==> config.mk <==
export PLATFORM = sky130hd
export DESIGN_NAME = tag_resolve_flat
export DESIGN_NICKNAME = d
export VERILOG_FILES = /design/src/source/dcache_cfg_pkg.sv /design/src/source/dcache_tag_pkg.sv /design/src/source/tag_if.sv /design/src/source/tag_resolve.sv /design/src/flat_wrapper.sv
export SDC_FILE = /design/constraint.sdc
export NUM_CORES = 1
export LEC_CHECK = 0
export ABC_AREA = 1
export BUFFER_PORTS_ARGS = -buffer_cell sky130_fd_sc_hd__buf_2
export CORE_MARGIN = 4
export CORE_UTILIZATION = 48
export CTS_CLUSTER_SIZE = 28
export DETAILED_ROUTE_END_ITERATION = 16
export GPL_TIMING_DRIVEN = 0
export PLACE_DENSITY_LB_ADDON = 0.08
export REMOVE_ABC_BUFFERS = 1
export SLEW_MARGIN = 30
export SYNTH_ARGS = -nofsm -noshare
export SYNTH_HDL_FRONTEND = slang
export SYNTH_SLANG_ARGS = --single-unit
==> constraint.sdc <==
create_clock -name clk -period 2 [get_ports clk]
set_input_delay 0.1 -clock clk [delete_from_list [all_inputs] [get_ports clk]]
set_output_delay 0.1 -clock clk [all_outputs]
set_load 0.02 [all_outputs]
==> src/source/dcache_cfg_pkg.sv <==
package dcache_cfg_pkg;

  //////////////////////////////////////////////////////////////////////
  // cache geometry
  //////////////////////////////////////////////////////////////////////
  localparam int ADDR_W     = 32;  // physical byte address
  localparam int LINE_OFS_W = 6;   // 64 byte lines
  localparam int DEF_SETS   = 64;
  localparam int DEF_WAYS   = 8;

  //////////////////////////////////////////////////////////////////////
  // APB register map, byte offsets
  //////////////////////////////////////////////////////////////////////
  localparam logic [7:0] REG_ADDR    = 8'h00;
  localparam logic [7:0] REG_CMD     = 8'h04;  // [1:0] opcode, [2] excl
  localparam logic [7:0] REG_VICTIM  = 8'h08;  // [7:0] primary, [15:8] alternate
  localparam logic [7:0] REG_STATUS  = 8'h0C;
  localparam logic [7:0] REG_WB_ADDR = 8'h10;

endpackage

==> src/source/dcache_tag_pkg.sv <==
package dcache_tag_pkg;

  import dcache_cfg_pkg::*;

  // tag bits left over once offset and index are taken
  localparam int ENTRY_TAG_W = ADDR_W - LINE_OFS_W - $clog2(DEF_SETS);

  typedef enum logic [1:0] {
    OP_LOOKUP = 2'd0,
    OP_FILL   = 2'd1,
    OP_INVAL  = 2'd2  // 3 is rejected by the front
  } tag_op_e;

  typedef struct packed {
    logic                   valid;
    logic                   recent;  // set on lookup hit, cleared on fill
    logic                   excl;
    logic [ENTRY_TAG_W-1:0] tag;
  } tag_entry_t;

  typedef enum logic [1:0] {
    IDLE  = 2'd0,
    ISSUE = 2'd1,  // cmd accepted, sweep still running
    WAIT  = 2'd2
  } front_state_e;

endpackage

==> src/source/tag_if.sv <==
`timescale 1ns/10ps

interface tag_req_if
  import dcache_cfg_pkg::*, dcache_tag_pkg::*;
#(
  parameter int SETS = DEF_SETS,
  parameter int WAYS = DEF_WAYS
);
  localparam int IDX_W = $clog2(SETS);
  localparam int TAG_W = ADDR_W - LINE_OFS_W - IDX_W;
  localparam int WAY_W = $clog2(WAYS);

  logic             valid;  // one cycle pulse
  tag_op_e          op;
  logic [IDX_W-1:0] index;
  logic [TAG_W-1:0] tag;
  logic             excl;
  logic [WAY_W-1:0] victim_pri;
  logic [WAY_W-1:0] victim_alt;

  modport src (output valid, op, index, tag, excl, victim_pri, victim_alt);
  modport dst (input valid, op, index, tag, excl, victim_pri, victim_alt);
endinterface

interface tag_wr_if
  import dcache_cfg_pkg::*, dcache_tag_pkg::*;
#(
  parameter int SETS = DEF_SETS,
  parameter int WAYS = DEF_WAYS
);
  logic [WAYS-1:0]         wen;
  logic [$clog2(SETS)-1:0] index;
  tag_entry_t              entry;

  modport src (output wen, index, entry);
  modport dst (input wen, index, entry);
endinterface

interface tag_rsp_if
  import dcache_cfg_pkg::*;
#(
  parameter int WAYS = DEF_WAYS
);
  logic                    done;
  logic                    hit;
  logic [$clog2(WAYS)-1:0] way;
  logic                    excl;
  logic                    wb_valid;
  logic [ADDR_W-1:0]       wb_addr;

  modport src (output done, hit, way, excl, wb_valid, wb_addr);
  modport dst (input done, hit, way, excl, wb_valid, wb_addr);
endinterface

==> src/source/tag_resolve.sv <==
`timescale 1ns/10ps

module tag_resolve
  import dcache_cfg_pkg::*, dcache_tag_pkg::*;
#(
  parameter int SETS = DEF_SETS,
  parameter int WAYS = DEF_WAYS
) (
  input  logic                  clk,
  input  logic                  rst,
  tag_req_if.dst                req,
  input  logic [WAYS-1:0]       hit_vec,
  input  tag_entry_t [WAYS-1:0] ways,
  tag_wr_if.src                 wr,
  tag_rsp_if.src                rsp
);
  localparam int IDX_W = $clog2(SETS);
  localparam int TAG_W = ADDR_W - LINE_OFS_W - IDX_W;
  localparam int WAY_W = $clog2(WAYS);

  logic              any_hit;
  logic [WAY_W-1:0]  hit_way;
  logic              any_free;
  logic [WAY_W-1:0]  free_way;
  logic [WAY_W-1:0]  victim;
  logic              fill_miss;
  logic              do_write;
  logic [WAY_W-1:0]  sel_way;
  logic              wb_valid;
  logic [ADDR_W-1:0] wb_addr;
  tag_entry_t        new_entry;

  always_comb begin
    any_hit  = 1'b0;
    hit_way  = '0;
    any_free = 1'b0;
    free_way = '0;
    for (int w = WAYS - 1; w >= 0; w--) begin  // lowest way wins
      if (hit_vec[w]) begin
        any_hit = 1'b1;
        hit_way = WAY_W'(w);
      end
      if (!ways[w].valid) begin
        any_free = 1'b1;
        free_way = WAY_W'(w);
      end
    end
  end

  always_comb begin
    if (any_free) victim = free_way;
    else if (ways[req.victim_pri].recent) victim = req.victim_alt;
    else victim = req.victim_pri;
  end

  assign fill_miss = (req.op == OP_FILL) && !any_hit;
  assign sel_way   = fill_miss ? victim : hit_way;
  assign wb_valid  = fill_miss && ways[victim].valid;

  always_comb begin
    new_entry = ways[hit_way];
    do_write  = any_hit;
    case (req.op)
      OP_LOOKUP: new_entry.recent = 1'b1;
      OP_FILL: begin
        new_entry.excl = req.excl;
        if (!any_hit) begin  // fresh line in the victim way
          new_entry.valid  = 1'b1;
          new_entry.recent = 1'b0;
          new_entry.tag    = req.tag;
          do_write         = 1'b1;
        end
      end
      OP_INVAL: new_entry.valid = 1'b0;
      default: do_write = 1'b0;
    endcase
  end

  always_comb begin
    wb_addr = '0;
    if (wb_valid) begin
      wb_addr[ADDR_W-1 -: TAG_W]   = ways[victim].tag;
      wb_addr[LINE_OFS_W +: IDX_W] = req.index;
    end
  end

  assign wr.wen   = (req.valid && do_write) ? (WAYS'(1) << sel_way) : '0;
  assign wr.index = req.index;
  assign wr.entry = new_entry;

  always_ff @(posedge clk) begin
    if (rst) rsp.done <= 1'b0;
    else rsp.done <= req.valid;
  end

  always_ff @(posedge clk) begin
    if (req.valid) begin
      rsp.hit      <= any_hit;
      rsp.way      <= sel_way;
      rsp.excl     <= any_hit && ways[hit_way].excl;  // before update
      rsp.wb_valid <= wb_valid;
      rsp.wb_addr  <= wb_addr;
    end
  end

  // a tag lives in at most one way of a set
  a_hit_onehot: assert property (@(posedge clk) disable iff (rst)
    req.valid |-> $onehot0(hit_vec))
    else $error("tag resident in more than one way");

endmodule

==> src/flat_wrapper.sv <==
// flat-port wrapper written by rule: the top's interface ports become plain ports
module tag_resolve_flat import dcache_cfg_pkg::*, dcache_tag_pkg::*;
#(
  parameter int SETS = DEF_SETS,
  parameter int WAYS = DEF_WAYS
)
  (clk, rst, hit_vec, ways, req_valid, req_op, req_index, req_tag, req_excl, req_victim_pri, req_victim_alt, wr_wen, wr_index, wr_entry, rsp_done, rsp_hit, rsp_way, rsp_excl, rsp_wb_valid, rsp_wb_addr);
  tag_req_if #(.SETS(SETS), .WAYS(WAYS)) req_i ();
  tag_wr_if #(.SETS(SETS), .WAYS(WAYS)) wr_i ();
  tag_rsp_if #(.WAYS(WAYS)) rsp_i ();
  input  logic clk;
  input  logic rst;
  input  logic [WAYS-1:0] hit_vec;
  input  tag_entry_t [WAYS-1:0] ways;
  input wire logic [$bits(req_i.valid)-1:0] req_valid;
  input wire logic [$bits(req_i.op)-1:0] req_op;
  input wire logic [$bits(req_i.index)-1:0] req_index;
  input wire logic [$bits(req_i.tag)-1:0] req_tag;
  input wire logic [$bits(req_i.excl)-1:0] req_excl;
  input wire logic [$bits(req_i.victim_pri)-1:0] req_victim_pri;
  input wire logic [$bits(req_i.victim_alt)-1:0] req_victim_alt;
  output wire logic [$bits(wr_i.wen)-1:0] wr_wen;
  output wire logic [$bits(wr_i.index)-1:0] wr_index;
  output wire logic [$bits(wr_i.entry)-1:0] wr_entry;
  output wire logic [$bits(rsp_i.done)-1:0] rsp_done;
  output wire logic [$bits(rsp_i.hit)-1:0] rsp_hit;
  output wire logic [$bits(rsp_i.way)-1:0] rsp_way;
  output wire logic [$bits(rsp_i.excl)-1:0] rsp_excl;
  output wire logic [$bits(rsp_i.wb_valid)-1:0] rsp_wb_valid;
  output wire logic [$bits(rsp_i.wb_addr)-1:0] rsp_wb_addr;
  assign req_i.valid = req_valid;
  assign req_i.op = req_op;
  assign req_i.index = req_index;
  assign req_i.tag = req_tag;
  assign req_i.excl = req_excl;
  assign req_i.victim_pri = req_victim_pri;
  assign req_i.victim_alt = req_victim_alt;
  assign wr_wen = wr_i.wen;
  assign wr_index = wr_i.index;
  assign wr_entry = wr_i.entry;
  assign rsp_done = rsp_i.done;
  assign rsp_hit = rsp_i.hit;
  assign rsp_way = rsp_i.way;
  assign rsp_excl = rsp_i.excl;
  assign rsp_wb_valid = rsp_i.wb_valid;
  assign rsp_wb_addr = rsp_i.wb_addr;
  tag_resolve #(.SETS(SETS), .WAYS(WAYS)) u_core (.clk(clk), .rst(rst), .req(req_i), .hit_vec(hit_vec), .ways(ways), .wr(wr_i), .rsp(rsp_i));
endmodule
=== Word level (Yosys, flattened, before mapping) ===
Index checks and enable logic that the tools add are counted.

* Output and inout port bits: 76
* Input bits: 230
* Register bits after elaboration: 33

* Multiplexer cells: 48
* Equality and inequality tests: 2
* Order comparisons: 3
* Shifts and indexed selects: 1
* Reduce and logical (&&, ||, !) cells: 7

{| class="wikitable"
|+ Operator list
! cell !! count
|-
| $bmux 23 s3 || 3
|-
| $mux 3 || 19
|-
| $mux 23 || 2
|-
| $mux 22 || 1
|-
| $mux 21 || 1
|-
| $mux 20 || 1
|-
| $mux 1 || 16
|-
| $lt 3x4->1 const B || 3
|-
| $mux 8 || 1
|-
| $shl 1x3->8 const A || 1
|-
| $pmux 1 s2 || 3
|-
| $logic_and 1x1->1 || 4
|-
| $eq 2x1->1 const B || 1
|-
| $eq 2x2->1 const B || 1
|-
| $logic_not 2->1 || 1
|-
| $mux 2 || 1
|-
| $reduce_or 2->1 || 1
|-
| $logic_not 1->1 || 1
|}

=== Logic depth before layout (Yosys ltp) ===
* Depth after elaboration: 13
* Mapped depth: 16
* Gate-level depth less buffers: 15

=== Least setup slack after synthesis ===
Ideal clock, no wire load.

* Kind: input -> register
* From: in hit_vec[7]
* To: reg u_core.rsp.excl (data pin)
* Setup slack: 425 ps
* Stages: 11
* Arrival time: 1,317 ps
* Setup time: 258 ps
* Buffers on the path: 2
* Cell sequence: inv_1 -> o21bai_1 -> a21oi_1 -> o21ai_4 -> nand2_4 -> buf_4 -> buf_6 -> o211ai_1 -> nand3_1 -> nand2_1 -> nor2_1

* Longest elaborated chain between the ends: 11
* Elaborated cells on any way between the ends: 19
* Those cells by class: mux (18); reduce/logical (1)

{| class="wikitable"
|+ RTL lines
! item !! line !! source
|-
| start: declaration || flat_wrapper.sv:13 || <nowiki>input logic [WAYS-1:0] hit_vec;</nowiki>
|-
| $mux 3 (8 in series) || tag_resolve.sv:39 || <nowiki>if (hit_vec[w]) begin</nowiki>
|-
| $bmux 23 s3 || tag_resolve.sv:100 || <nowiki>rsp.excl <= any_hit && ways[hit_way].excl;</nowiki>
|-
| $mux 23 || n/a ||
|-
| $logic_and 1x1->1 (*) || tag_resolve.sv:100 ||
|-
| end: declaration || tag_if.sv:51 || <nowiki>modport src (output done, hit, way, excl, wb_valid, wb_addr);</nowiki>
|}

Every way passes the cells marked *; elsewhere a longest branch is shown, timed or not. The select of a mux whose other input is x is not followed.
A chain may end at the register's enable or synchronous reset.

=== Worst setup path after layout ===
* From: in hit_vec[5]
* To: out wr_wen[4]

* Longest elaborated chain between the ends: 11
* Elaborated cells on any way between the ends: 19
* Those cells by class: shift (1); mux (15); reduce/logical (3)

{| class="wikitable"
|+ RTL lines
! item !! line !! source
|-
| $mux 1 (6 in series) || tag_resolve.sv:39 ||
|-
| $logic_not 1->1 || tag_resolve.sv:56 || <nowiki>assign fill_miss = (req.op == OP_FILL) && !any_hit;</nowiki>
|-
| $logic_and 1x1->1 || tag_resolve.sv:56 ||
|-
| $mux 3 || tag_resolve.sv:57 || <nowiki>assign sel_way = fill_miss ? victim : hit_way;</nowiki>
|-
| $shl 1x3->8 || tag_resolve.sv:87 || <nowiki>assign wr.wen = (req.valid && do_write) ? (WAYS'(1) << sel_way) : '0;</nowiki>
|-
| $mux 8 (*) || tag_resolve.sv:87 ||
|-
| end: declaration || flat_wrapper.sv:22 || <nowiki>output wire logic [$bits(wr_i.wen)-1:0] wr_wen;</nowiki>
|}

Every way passes the cells marked *; elsewhere a longest branch is shown, timed or not.

==> key figures <==
Global routing
  – Overall Global Routing Usage: 0.378
  – Largest net degree at the start of global routing: 50
  – Global-route wire length before repair: 43000 µm
  – Total global routing overflow: 0
  – Initial antenna violation count: 4
  – Vias in the first global route: 7829

Logic synthesis
  – Yosys top cell by area: nand3_1
  – Cell variety after synth: 30
  – Simple-gate portion of the synthesized area: 0.586
  – Mux share of post-synthesis cell area: 0
  – Post-synthesis compound-gate area fraction: 0.0361
  – Synth area leaders: nand3_1, nand2_1, edfxtp_1
  – Cells after synthesis: 1174
  – Yosys warns: 0
  – Post-synthesis xor/xnor area fraction: 0
  – #FFs+latches synth: 33
  – Register area share after synthesis: 0.162
  – Largest family of logic cells by synthesized area: simple AND/OR/NAND/NOR gates
  – Yosys top cell area share: 0.318
  – Post-Synth Adder-Cell Area: 0.00415
  – Avg Cell Area, Syn: 5.14 µm²
  – Mapped Area: 6040 µm²

CTS
  – Clk root buf: clkbuf_16
  – CTS sink count: 33
  – CTS clock-pin slew for the worst setup and hold paths: 0.06 ns
  – CTS tree: done
  – Clk buf depth: 2
  – H-tree levels: 2
  – Cts bufs inserted: 5

STA
  – Maximum clock rate: 0.462 GHz
  – Max-slew violation count: 0
  – Rel. slew slack: 0.413
  – Final setup viols: 8
  – Post-layout min period: 2.17 ns
  – Setup_tns: -0.441 ns
  – RSZ-0062 raised after global routing: true
  – Least-Margin Pin Slew: 0.880 ns
  – Fin. Hold Viols: 0
  – Final WS setup: -0.165 ns
  – Fin crit share: 1.08

Hold path
  – Worst Hold Class: input port to register

Layout
  – Final nets: 1688
  – Commonest non-fill, non-tap cell in the layout: nand3_1
  – Layout area overhead: 46.8%
  – Filler cell count: 1110
  – Commonest cells after routing, fill and taps aside: nand3_1, nand2_1, buf_2
  – Multi-input gate area: 4350 µm²
  – Register area: 981 µm²
  – Final Util: 0.729
  – Share of cells above drive strength 1: 0.312

Place
  – Worst slack, placed: -1.40 ns
  – PortBufs: 299
  – DP HPWL: 16800 µm
  – RePlAce Congestion: 0.884

Detailed routing
  – Drt first pass iters: 6
  – Vias/cell: 5.68
  – Remaining DRCs: 0
  – DR vias: 9272
  – Final WL: 31200 µm
  – Antenna violation net count after detailed routing: 0
  – DR iter-0 viols: 1425
  – DR WL/cell: 19.1 µm

Pwr
  – Pwr dens: 406 nW/µm²
  – Static leakage: 5.16 nW
  – Max VDD drop: 353 µV

Status
  – Status: finished with violations
  – Failing checks: setup timing

Worst setup path
  – Crit path required time: 1.90 ns
  – Worst setup SP type: input port
  – CP endpoint kind: output port
  – CP max FO: 8
  – Crit Path Category: input port to output port
  – Crit path DAT: 2.07 ns

Flow run
  – Max Cap Viol: 0

Floorplanning
  – Initial core utilization: 0.496
  – Die Area: 14400 µm²
  – IO Count: 306
  – Core ar.: 12200 µm²
  – Chip width: 120 µm
  – Die height: 120 µm
  – Row cnt: 40
==> worst max-delay path, stage by stage <==
cell and delay (ns):
buf_2 0.14, o21bai_1 0.19, a21oi_2 0.22, o21ai_4 0.09, clkbuf_16 0.19, nand2_8 0.22, clkinv_8 0.14, nor2_2 0.22
nand2_2 0.12, nor2_1 0.20, buf_2 0.22
==> through the flow <==
stage	cells	hold slack, ns	area, µm²	power (mW)
after floorplan	1087	0.171	5620	1.73
after global placement	1554	0.257	7320	2.34
after detailed placement	1566	0.261	7620	2.41
after CTS	1601	0.134	8340	3.38
after global routing	1629	0.145	8860	3.79
final	1632	0.136	8860	3.60
==> cell type report <==
type / instances / share of cell area
Antenna cell: 7 / 0.00198
Sequential cell: 33 / 0.111
Clock buffer: 7 / 0.0172
Tap cell: 168 / 0.0237
Multi-Input combinational cell: 844 / 0.490
Timing Repair Buffer: 344 / 0.246
Timing Repair inverter: 6 / 0.00776
Clock inverter: 1 / 0.000565
Inverter: 222 / 0.101
==> cell usage after synthesis, drive strengths merged <==
library cell and number:
o21ai 9, a31oi 1, edfxtp 32, or2 20
inv 222, and3 1, nand3 388, nor2 23
nand2 347, nand4 2, a21oi 25, clkbuf 41
conb 1, nor3 4, o211ai 3, buf 51
o21bai 1, ha 2, dfxtp 1
==> worst paths after layout <==
kind | start | endpoint | slack, ns | cells past startpoint
max | hit_vec[5] | wr_wen[4] | -0.17 | 11
min | req_index[5] | u_core.rsp.wb_addr[11]$_SDFFCE_PN0P_ | 0.14 | 3
==> layer usage <==
metal  GRT usage  wire, µm  share of wire
met4       0.197      2100          0.067
met5           0         0              0
met2       0.632     14400           0.46
met1       0.459     10400           0.33
met3      0.0716      4300           0.14
==> logic make-up (layout without fill, tap and decap cells) <==
group / after synthesis / count (layout)
DFF: 33 / 33
buffers and inverters: 314 / 580
AOI/OAI and AO/OA: 39 / 39
and+or+nand+nor: 785 / 797
other: 1 / 13
adders and majority gates: 2 / 2
==> timing repair <==
action,CTS,global route
hold endpoints to repair,1,0
endpoints found under the setup margin,60,51
gates cloned,13,11
buffers inserted,13,13
hold buffers,1,0
pin swaps,9,15
gates resized for setup,56,73
==> flip-flops by register name, indices dropped and copies added, names as in the netlist <==
name / cells
u_core.rsp.excl: 1
u_core.rsp.done: 1
u_core.rsp.wb_valid: 1
u_core.rsp.way: 3
u_core.rsp.wb_addr: 26
u_core.rsp.hit: 1
==> power by group <==
| group | internal (mW) | total (mW) | switching, mW | leakage, nW |
|---|---|---|---|---|
| combinational | 0.742 | 1.96 | 1.22 | 4.76 |
| sequential | 0.795 | 0.804 | 0.00835 | 0.313 |
| clock | 0.528 | 0.838 | 0.310 | 0.0799 |
| total | 2.07 | 3.60 | 1.54 | 5.16 |
(Power assumes the default switching activity.)
