**config.mk**
```make
export PLATFORM = sky130hd
export DESIGN_NAME = tag_apb_front_flat
export DESIGN_NICKNAME = d
export VERILOG_FILES = /design/src/source/dcache_cfg_pkg.sv /design/src/source/dcache_tag_pkg.sv /design/src/source/tag_if.sv /design/src/source/tag_apb_front.sv /design/src/flat_wrapper.sv
export SDC_FILE = /design/constraint.sdc
export NUM_CORES = 1
export LEC_CHECK = 0
export CELL_PAD_IN_SITES_DETAIL_PLACEMENT = 0
export CELL_PAD_IN_SITES_GLOBAL_PLACEMENT = 1
export CORE_UTILIZATION = 51
export DETAILED_ROUTE_END_ITERATION = 10
export DONT_BUFFER_PORTS = 1
export PLACE_DENSITY = 0.8
export REMOVE_ABC_BUFFERS = 1
export SKIP_LAST_GASP = 1
export SYNTH_ARGS = -nofsm -noshare
export SYNTH_HDL_FRONTEND = slang
export SYNTH_SLANG_ARGS = --single-unit
```
**constraint.sdc**
```tcl
create_clock -name clk -period 4.4 [get_ports clk]
set_clock_uncertainty 0.1 [all_clocks]
set_input_delay 0.66 -clock clk [delete_from_list [all_inputs] [get_ports clk]]
set_output_delay 0.66 -clock clk [all_outputs]
set_load 0.005 [all_outputs]
```
**src/source/dcache_cfg_pkg.sv**
```systemverilog
package dcache_cfg_pkg;

  //////////////////////////////////////////////////////////////////////
  // cache geometry
  //////////////////////////////////////////////////////////////////////
  localparam int ADDR_W     = 32;  // physical byte address
  localparam int LINE_OFS_W = 6;   // 64 byte lines
  localparam int DEF_SETS   = 64;
  localparam int DEF_WAYS   = 8;

  //////////////////////////////////////////////////////////////////////
  // APB register map, byte offsets
  //////////////////////////////////////////////////////////////////////
  localparam logic [7:0] REG_ADDR    = 8'h00;
  localparam logic [7:0] REG_CMD     = 8'h04;  // [1:0] opcode, [2] excl
  localparam logic [7:0] REG_VICTIM  = 8'h08;  // [7:0] primary, [15:8] alternate
  localparam logic [7:0] REG_STATUS  = 8'h0C;
  localparam logic [7:0] REG_WB_ADDR = 8'h10;

endpackage

```
**src/source/dcache_tag_pkg.sv**
```systemverilog
package dcache_tag_pkg;

  import dcache_cfg_pkg::*;

  // tag bits left over once offset and index are taken
  localparam int ENTRY_TAG_W = ADDR_W - LINE_OFS_W - $clog2(DEF_SETS);

  typedef enum logic [1:0] {
    OP_LOOKUP = 2'd0,
    OP_FILL   = 2'd1,
    OP_INVAL  = 2'd2  // 3 is rejected by the front
  } tag_op_e;

  typedef struct packed {
    logic                   valid;
    logic                   recent;  // set on lookup hit, cleared on fill
    logic                   excl;
    logic [ENTRY_TAG_W-1:0] tag;
  } tag_entry_t;

  typedef enum logic [1:0] {
    IDLE  = 2'd0,
    ISSUE = 2'd1,  // cmd accepted, sweep still running
    WAIT  = 2'd2
  } front_state_e;

endpackage

```
**src/source/tag_if.sv**
```systemverilog
`timescale 1ns/10ps

interface tag_req_if
  import dcache_cfg_pkg::*, dcache_tag_pkg::*;
#(
  parameter int SETS = DEF_SETS,
  parameter int WAYS = DEF_WAYS
);
  localparam int IDX_W = $clog2(SETS);
  localparam int TAG_W = ADDR_W - LINE_OFS_W - IDX_W;
  localparam int WAY_W = $clog2(WAYS);

  logic             valid;  // one cycle pulse
  tag_op_e          op;
  logic [IDX_W-1:0] index;
  logic [TAG_W-1:0] tag;
  logic             excl;
  logic [WAY_W-1:0] victim_pri;
  logic [WAY_W-1:0] victim_alt;

  modport src (output valid, op, index, tag, excl, victim_pri, victim_alt);
  modport dst (input valid, op, index, tag, excl, victim_pri, victim_alt);
endinterface


interface tag_rsp_if
  import dcache_cfg_pkg::*;
#(
  parameter int WAYS = DEF_WAYS
);
  logic                    done;
  logic                    hit;
  logic [$clog2(WAYS)-1:0] way;
  logic                    excl;
  logic                    wb_valid;
  logic [ADDR_W-1:0]       wb_addr;

  modport src (output done, hit, way, excl, wb_valid, wb_addr);
  modport dst (input done, hit, way, excl, wb_valid, wb_addr);
endinterface

```
**src/source/tag_apb_front.sv**
```systemverilog
`timescale 1ns/10ps

module tag_apb_front
  import dcache_cfg_pkg::*, dcache_tag_pkg::*;
#(
  parameter int SETS = DEF_SETS
) (
  input  logic        clk,
  input  logic        rst,
  input  logic [7:0]  paddr,
  input  logic        psel,
  input  logic        penable,
  input  logic        pwrite,
  input  logic [31:0] pwdata,
  output logic [31:0] prdata,
  output logic        pready,
  output logic        pslverr,
  input  logic        init_busy,
  tag_req_if.src      req,
  tag_rsp_if.dst      rsp
);
  localparam int IDX_W = $clog2(SETS);
  localparam int TAG_W = ADDR_W - LINE_OFS_W - IDX_W;
  localparam int WAY_W = $bits(req.victim_pri);

  front_state_e      state;
  logic [ADDR_W-1:0] addr_q;
  tag_op_e           op_q;
  logic              excl_q;
  logic [WAY_W-1:0]  vpri_q;
  logic [WAY_W-1:0]  valt_q;
  logic              st_hit;
  logic              st_excl;
  logic              st_wb_valid;
  logic [WAY_W-1:0]  st_way;
  logic [ADDR_W-1:0] st_wb_addr;
  logic              setup;
  logic              mapped;
  logic              cmd_wr;
  logic              err;
  logic [31:0]       rd_mux;

  assign setup  = psel && !penable && (state == IDLE);
  assign cmd_wr = pwrite && (paddr == REG_CMD);
  assign err    = !mapped || (cmd_wr && pwdata[1:0] == 2'd3);  // opcode 3 illegal

  always_comb begin
    mapped = 1'b1;
    rd_mux = '0;
    case (paddr)
      REG_ADDR:    rd_mux = addr_q;
      REG_CMD:     rd_mux = {29'd0, excl_q, op_q};
      REG_VICTIM: begin
        rd_mux[WAY_W-1:0]  = vpri_q;
        rd_mux[8 +: WAY_W] = valt_q;
      end
      REG_STATUS: begin
        rd_mux[3:0]        = {init_busy, st_wb_valid, st_excl, st_hit};
        rd_mux[8 +: WAY_W] = st_way;
      end
      REG_WB_ADDR: rd_mux = st_wb_addr;
      default:     mapped = 1'b0;
    endcase
  end

  //////////////////////////////////////////////////////////////////////
  // command FSM and APB handshake
  //////////////////////////////////////////////////////////////////////
  always_ff @(posedge clk) begin
    if (rst) begin
      state     <= IDLE;
      pready    <= 1'b0;
      pslverr   <= 1'b0;
      req.valid <= 1'b0;
    end else begin
      pready    <= 1'b0;
      pslverr   <= 1'b0;
      req.valid <= 1'b0;
      case (state)
        IDLE: if (setup) begin
          if (cmd_wr && !err) begin
            if (init_busy) begin
              state <= ISSUE;  // hold until sweep done
            end else begin
              req.valid <= 1'b1;
              state     <= WAIT;
            end
          end else begin
            pready  <= 1'b1;  // single access cycle
            pslverr <= err;
          end
        end
        ISSUE: if (!init_busy) begin
          req.valid <= 1'b1;
          state     <= WAIT;
        end
        WAIT: if (rsp.done) begin
          pready <= 1'b1;
          state  <= IDLE;
        end
        default: state <= IDLE;
      endcase
    end
  end

  always_ff @(posedge clk) begin
    if (rst) begin
      addr_q      <= '0;
      op_q        <= OP_LOOKUP;
      excl_q      <= 1'b0;
      vpri_q      <= '0;
      valt_q      <= '0;
      st_hit      <= 1'b0;
      st_excl     <= 1'b0;
      st_wb_valid <= 1'b0;
      st_way      <= '0;
      st_wb_addr  <= '0;
    end else begin
      if (setup && pwrite && !err) begin
        if (paddr == REG_ADDR) addr_q <= pwdata[ADDR_W-1:0];
        if (paddr == REG_VICTIM) begin
          vpri_q <= pwdata[WAY_W-1:0];
          valt_q <= pwdata[8 +: WAY_W];
        end
        if (cmd_wr) begin
          op_q   <= tag_op_e'(pwdata[1:0]);
          excl_q <= pwdata[2];
        end
      end
      if (rsp.done) begin
        st_hit      <= rsp.hit;
        st_excl     <= rsp.excl;
        st_wb_valid <= rsp.wb_valid;
        st_way      <= rsp.way;
        st_wb_addr  <= rsp.wb_addr;
      end
    end
  end

  always_ff @(posedge clk) begin
    if (setup) prdata <= rd_mux;
  end

  assign req.op         = op_q;
  assign req.index      = addr_q[LINE_OFS_W +: IDX_W];
  assign req.tag        = addr_q[ADDR_W-1 -: TAG_W];
  assign req.excl       = excl_q;
  assign req.victim_pri = vpri_q;
  assign req.victim_alt = valt_q;

endmodule

```
**src/flat_wrapper.sv**
```systemverilog
// flat-port wrapper written by rule: the top's interface ports become plain ports
module tag_apb_front_flat import dcache_cfg_pkg::*, dcache_tag_pkg::*;
#(
  parameter int SETS = DEF_SETS
)
  (clk, rst, paddr, psel, penable, pwrite, pwdata, prdata, pready, pslverr, init_busy, req_valid, req_op, req_index, req_tag, req_excl, req_victim_pri, req_victim_alt, rsp_done, rsp_hit, rsp_way, rsp_excl, rsp_wb_valid, rsp_wb_addr);
  tag_req_if #(.SETS(SETS)) req_i ();
  tag_rsp_if rsp_i ();
  input  logic clk;
  input  logic rst;
  input  logic [7:0] paddr;
  input  logic psel;
  input  logic penable;
  input  logic pwrite;
  input  logic [31:0] pwdata;
  output logic [31:0] prdata;
  output logic pready;
  output logic pslverr;
  input  logic init_busy;
  output wire logic [$bits(req_i.valid)-1:0] req_valid;
  output wire logic [$bits(req_i.op)-1:0] req_op;
  output wire logic [$bits(req_i.index)-1:0] req_index;
  output wire logic [$bits(req_i.tag)-1:0] req_tag;
  output wire logic [$bits(req_i.excl)-1:0] req_excl;
  output wire logic [$bits(req_i.victim_pri)-1:0] req_victim_pri;
  output wire logic [$bits(req_i.victim_alt)-1:0] req_victim_alt;
  input wire logic [$bits(rsp_i.done)-1:0] rsp_done;
  input wire logic [$bits(rsp_i.hit)-1:0] rsp_hit;
  input wire logic [$bits(rsp_i.way)-1:0] rsp_way;
  input wire logic [$bits(rsp_i.excl)-1:0] rsp_excl;
  input wire logic [$bits(rsp_i.wb_valid)-1:0] rsp_wb_valid;
  input wire logic [$bits(rsp_i.wb_addr)-1:0] rsp_wb_addr;
  assign req_valid = req_i.valid;
  assign req_op = req_i.op;
  assign req_index = req_i.index;
  assign req_tag = req_i.tag;
  assign req_excl = req_i.excl;
  assign req_victim_pri = req_i.victim_pri;
  assign req_victim_alt = req_i.victim_alt;
  assign rsp_i.done = rsp_done;
  assign rsp_i.hit = rsp_hit;
  assign rsp_i.way = rsp_way;
  assign rsp_i.excl = rsp_excl;
  assign rsp_i.wb_valid = rsp_wb_valid;
  assign rsp_i.wb_addr = rsp_wb_addr;
  tag_apb_front #(.SETS(SETS)) u_core (.clk(clk), .rst(rst), .paddr(paddr), .psel(psel), .penable(penable), .pwrite(pwrite), .pwdata(pwdata), .prdata(prdata), .pready(pready), .pslverr(pslverr), .init_busy(init_busy), .req(req_i), .rsp(rsp_i));
endmodule
```
Yosys cells after proc, flatten, opt, wreduce, memory -nomap -nowiden
Cells that the tools add are included.
{"block": "totals", "reg_bits": 116, "inputBits": 85, "word_cells": 67}
{"block": "classes", "eq_ne": 11, "muxes": 20, "bitwise_logic": 2, "reduce_logical": 19}
{"cell": "one-hot mux 21 bit (2 select lines)", "count": 1}
{"cell": "== test 8 x 4 -> 1 bit, second input constant", "count": 2}
{"cell": "one-hot mux 3 bit (5 select lines)", "count": 1}
{"cell": "one-hot mux 3 bit (4 select lines)", "count": 1}
{"cell": "two-way mux 2 bit", "count": 5}
{"cell": "== test 8 x 3 -> 1 bit, second input constant", "count": 1}
{"cell": "== test 8 x 5 -> 1 bit, second input constant", "count": 1}
{"cell": "zero test 8 bit", "count": 1}
{"cell": "one-hot mux 4 bit (2 select lines)", "count": 1}
{"cell": "logical AND 1 bit", "count": 7}
{"cell": "two-way mux 1 bit", "count": 7}
{"cell": "!= test 2 bit, second input constant", "count": 3}
{"cell": "one-hot mux 2 bit (3 select lines)", "count": 1}
{"cell": "AND reduction 2 bit", "count": 3}
{"cell": "OR reduction 5 bit", "count": 1}
{"cell": "== test 2 bit, second input constant", "count": 2}
{"cell": "one-hot mux 1 bit (2 select lines)", "count": 2}
{"cell": "AND reduction 4 bit", "count": 1}
{"cell": "OR reduction 4 bit", "count": 1}
{"cell": "zero test 1 bit", "count": 3}
{"cell": "one-hot mux 1 bit (3 select lines)", "count": 1}
{"cell": "== test 2 x 1 -> 1 bit, second input constant", "count": 1}
{"cell": "zero test 2 bit", "count": 1}
{"cell": "!= test 2 x 1 -> 1 bit, second input constant", "count": 1}
{"cell": "other kinds (2)", "count": 3}

Logic depth before layout (Yosys ltp)
{"block": "depth", "depth_word": 10, "depth_mapped": 7, "ltp_nobuf": 4}

Least setup slack after synthesis
Ideal clock, no wire load.
{"block": "synth_timing", "path_type": "input to register", "from": "input port penable", "to": "register u_core.excl_q, in the netlist u_core.req.excl", "setup_time_ps": 125, "arrival_ps": 2327, "path_slack_ps": 1848, "cell_stages": 4, "path_cell_list": "or4b_4 > inv_1 > nand3_1 > mux2i_1"}
{"block": "synth_via", "elab_chain_len": 6}
{"item": "start, declared", "line_no": "flat_wrapper.sv:13", "source": "input logic penable;"}
{"item": "zero test 1 bit", "line_no": "tag_apb_front.sv:43", "source": "assign setup = psel && !penable && (state == IDLE);"}
{"item": "logical AND 1 bit (2 in series)", "line_no": "tag_apb_front.sv:43"}
{"item": "net u_core.setup", "line_no": "tag_apb_front.sv:37", "source": "logic setup;"}
{"item": "logical AND 1 bit (2 in series)", "line_no": "tag_apb_front.sv:119", "source": "if (setup && pwrite && !err) begin"}
{"item": "AND reduction 2 bit (no line)"}
{"item": "end signal, assigned", "line_no": "tag_apb_front.sv:127", "source": "excl_q <= pwdata[2];"}
{"item": "end, declared", "line_no": "tag_apb_front.sv:29", "source": "logic excl_q;"}
The timed path passes the listed nets, and every way through them passes these cells.
A chain may end at the register's enable or synchronous reset.

Worst setup path in the final report
{"block": "layout_timing", "from": "register u_core.state[1]", "to": "register u_core.addr_q[5]"}
{"block": "layout_via", "elab_chain_len": 5}
{"item": "start, declared", "line_no": "tag_apb_front.sv:26", "source": "front_state_e state;"}
{"item": "start signal, assigned", "line_no": "tag_apb_front.sv:71", "source": "state <= IDLE;"}
{"item": "start signal, assigned", "line_no": "tag_apb_front.sv:83", "source": "state <= ISSUE;"}
{"item": "start signal, assigned", "line_no": "tag_apb_front.sv:86", "source": "state <= WAIT;"}
{"item": "zero test 2 bit", "line_no": "tag_apb_front.sv:43"}
{"item": "logical AND 1 bit", "line_no": "tag_apb_front.sv:43"}
{"item": "logical AND 1 bit (2 in series)", "line_no": "tag_apb_front.sv:119"}
{"item": "AND reduction 2 bit (no line)"}
{"item": "end signal, assigned", "line_no": "tag_apb_front.sv:120", "source": "if (paddr == REG_ADDR) addr_q <= pwdata[ADDR_W-1:0];"}
{"item": "end, declared", "line_no": "tag_apb_front.sv:27", "source": "logic [ADDR_W-1:0] addr_q;"}
Every way passes these cells.

==> results.sh <==
export IMPL_finalCritPeriodShare=0.5776
export IMPL_r2r_start="u_core.state[1]$_SDFFE_PP0P_"
export IMPL_syn_to_final_growth_pct=8.967
export IMPL_power_w=0.002575
export IMPL_worst_pin_slew_ns=1.047
export IMPL_stdcell_count=592
export IMPL_nNetsFinal=535
export IMPL_synthTopCellsByArea="dfxtp_1 34%, edfxtp_1 19%, mux2i_1 15%"
export IMPL_synth_seq_cells=116
export IMPL_drcViolationCount=0
export IMPL_cp_start_kind="register"
export IMPL_postCtsSetupBuffers=0
export IMPL_worst_skew_pair_late_latency_ns=0.50
export IMPL_layout_common_cells="84 x dfxtp_1, 75 x mux2i_1, 72 x nor2_1"
export IMPL_drt_pass1_iterations=4
export IMPL_n_antenna_cell=0
export IMPL_synth_seq_area_share=0.5350
export IMPL_ys_flop_type="dfxtp_1"
export IMPL_final_util=0.5771
export IMPL_routed_wl_mm=10.50
export IMPL_hold_violations=0
export IMPL_clockBufferDepth=2
export IMPL_synth_edff_count=32
export IMPL_yosysWarnings=0
export IMPL_dp_cells=560
export IMPL_grt_start_max_net_pins=88
export IMPL_crit_start="u_core.state[1]$_SDFFE_PP0P_"
export IMPL_setup_viol=0
export IMPL_num_rows=35
export IMPL_start_util=0.5296
export IMPL_grt_antenna_before_repair=0
export IMPL_fp_coreArea_mm2=0.009328
export IMPL_dieArea_mm2=0.01008
export IMPL_grt_setup_unrepaired="no"
export IMPL_grt_ovfl_total=0
export IMPL_layout_commonest_cell="dfxtp_1"
export IMPL_whs_path_depth=1
export IMPL_post_synth_top_area_fraction=0.3404
export IMPL_grt_pass1_vias=3068
export IMPL_gp_congestion=0.7769
export IMPL_cts_root_buf="clkbuf_8"
export IMPL_cts_sinks=116
export IMPL_postRouteAntennaNets=0
export IMPL_ir_worst_vdd_v=0.0002468
export IMPL_avgSynthCellArea_um2=10.16
export IMPL_status="finished, final reports clean"
export IMPL_synth_cells=486
export IMPL_min_path_type="in -> reg"
export IMPL_p_leak_nw=2.051
export IMPL_maxSlewViolCount=0
export IMPL_cp_max_fo=17
export IMPL_r2r_slack_ns=1.86
export IMPL_vias=3183
export IMPL_io_pins=155
export IMPL_synth_cell_types=37
export IMPL_path_class="reg -> reg"
export IMPL_critPathCaptureType="register"
export IMPL_cp_arrival_ns=2.87
export IMPL_initialDrtViolationCount=138
export IMPL_yosysTopAreaCell="dfxtp_1"
export IMPL_finalCriticalPeriod_ns=2.541
export IMPL_grt_total_usage=0.2152
export IMPL_hold_path_startpoint="init_busy"
export IMPL_h_tree_depth=4
export IMPL_die_y_um=100.4
export IMPL_wl_per_cell_um=17.73
export IMPL_cts_tree="done"
export IMPL_grt_pass1_wl_mm=16.40
export IMPL_die_x_um=100.4
export IMPL_setup_tns_ns=0
export IMPL_fmax_ghz=0.3935
export IMPL_numCtsBuffers=17
export IMPL_dp_hpwl_mm=6.458
export IMPL_powerDensity_mw_per_mm2=478.5
export IMPL_ctsResizeCount=0
export IMPL_synthesis_area_mm2=0.004940
export IMPL_io_buffers=0
export IMPL_viasPerCell=5.377
export IMPL_min_to="u_core.req.valid$_SDFF_PP0_"
export IMPL_synthArstFlopShare=0
export IMPL_cts_clk_slew_worst_paths_ns=0.06
export IMPL_cap_violations=0
export IMPL_relSlewSlack=0.3005
export IMPL_cts_hold_buffers=0
export IMPL_worstRegToRegCells=5
export IMPL_layout_drive_gt1_share=0.1339
export IMPL_crit_required_ns=4.73
export IMPL_r2r_end="u_core.addr_q[5]$_SDFFE_PP0P_"
[worst max-delay path: stages (launching register included)]
cell     delay [ns]
dfxtp_1        0.33
or4b_4         0.60
nor4b_4        0.80
buf_4          0.37
nand2_1        0.09
a21oi_1        0.17
[cells by family after synthesis]
| family | count (synthesis) | synth area share |
|---|---|---|
| AND/OR/NAND/NOR | 176 | 0.1705 |
| multiplexers | 78 | 0.1588 |
| AO/OA/AOI/OAI | 56 | 0.06434 |
| flip-flops | 116 | 0.5350 |
| buffers and inverters | 60 | 0.07143 |
[metrics by stage]
stage	cell area [um2]	worst slack [ns]	hold WS (ns)
floorplan	4594	1.347	0.3251
global placement	4787	1.535	0.3360
detailed placement	4787	1.532	0.3440
CTS	5383	1.847	0.09776
global route	5383	1.691	0.09855
finish	5383	1.859	0.1231
[synthesized netlist by cell type, types with 7 or more instances]
library cell and n:
clkbuf_1 20, mux2i_1 75, nand2b_1 9, dfxtp_1 84
and2_1 7, buf_4 26, edfxtp_1 32, nand2_2 20
nand2_1 46, nor2_1 72, a21oi_1 34, o21ai_0 7
[cell type report]
type / count / area, um2
clock inverters: 15 / 181.4
flip-flops and latches: 116 / 2643
repair buffers: 3 / 22.52
clock buffers: 17 / 414.1
well taps: 129 / 161.4
multi-input cells: 310 / 1953
inverters: 2 / 7.507
fillers: 817 / 3945
[per-layer routing]
layer / track usage / vias to the layer above / part of all wire / routed length [um]
li1: - / 1562 / - / -
met5: 0 / - / 0 / 0
met3: 0.07591 / 16 / 0.072 / 753
met2: 0.3419 / 109 / 0.49 / 5097
met1: 0.2689 / 1496 / 0.43 / 4492
met4: 0.08250 / 0 / 0.015 / 155
[report_power, final]
part,leakage (nW),internal [W],switching [W]
combinational,0.774,0.0000407,0.0000277
clock,0.290,0.000866,0.000497
sequential,0.987,0.00113,0.0000161
[registers in the layout, summed over array words and instances, names as in the netlist, 2 cells and up]
register,count
u_core.addr_q,32
u_core.prdata,32
u_core.req.op,2
u_core.req.victim_alt,3
u_core.req.victim_pri,3
u_core.st_way,3
u_core.st_wb_addr,32
u_core.state,2
[worst max-delay path by stage]
stage                                           endpoint  depth (start not counted)
after detailed placement   u_core.addr_q[0]$_SDFFE_PP0P_                          4
after global placement    u_core.addr_q[15]$_SDFFE_PP0P_                          5
after floorplan            u_core.addr_q[0]$_SDFFE_PP0P_                          4
final                      u_core.addr_q[5]$_SDFFE_PP0P_                          5
after CTS                  u_core.addr_q[5]$_SDFFE_PP0P_                          5
after global routing       u_core.addr_q[0]$_SDFFE_PP0P_                          5
Note: power is estimated with default switching activity, not from simulation.
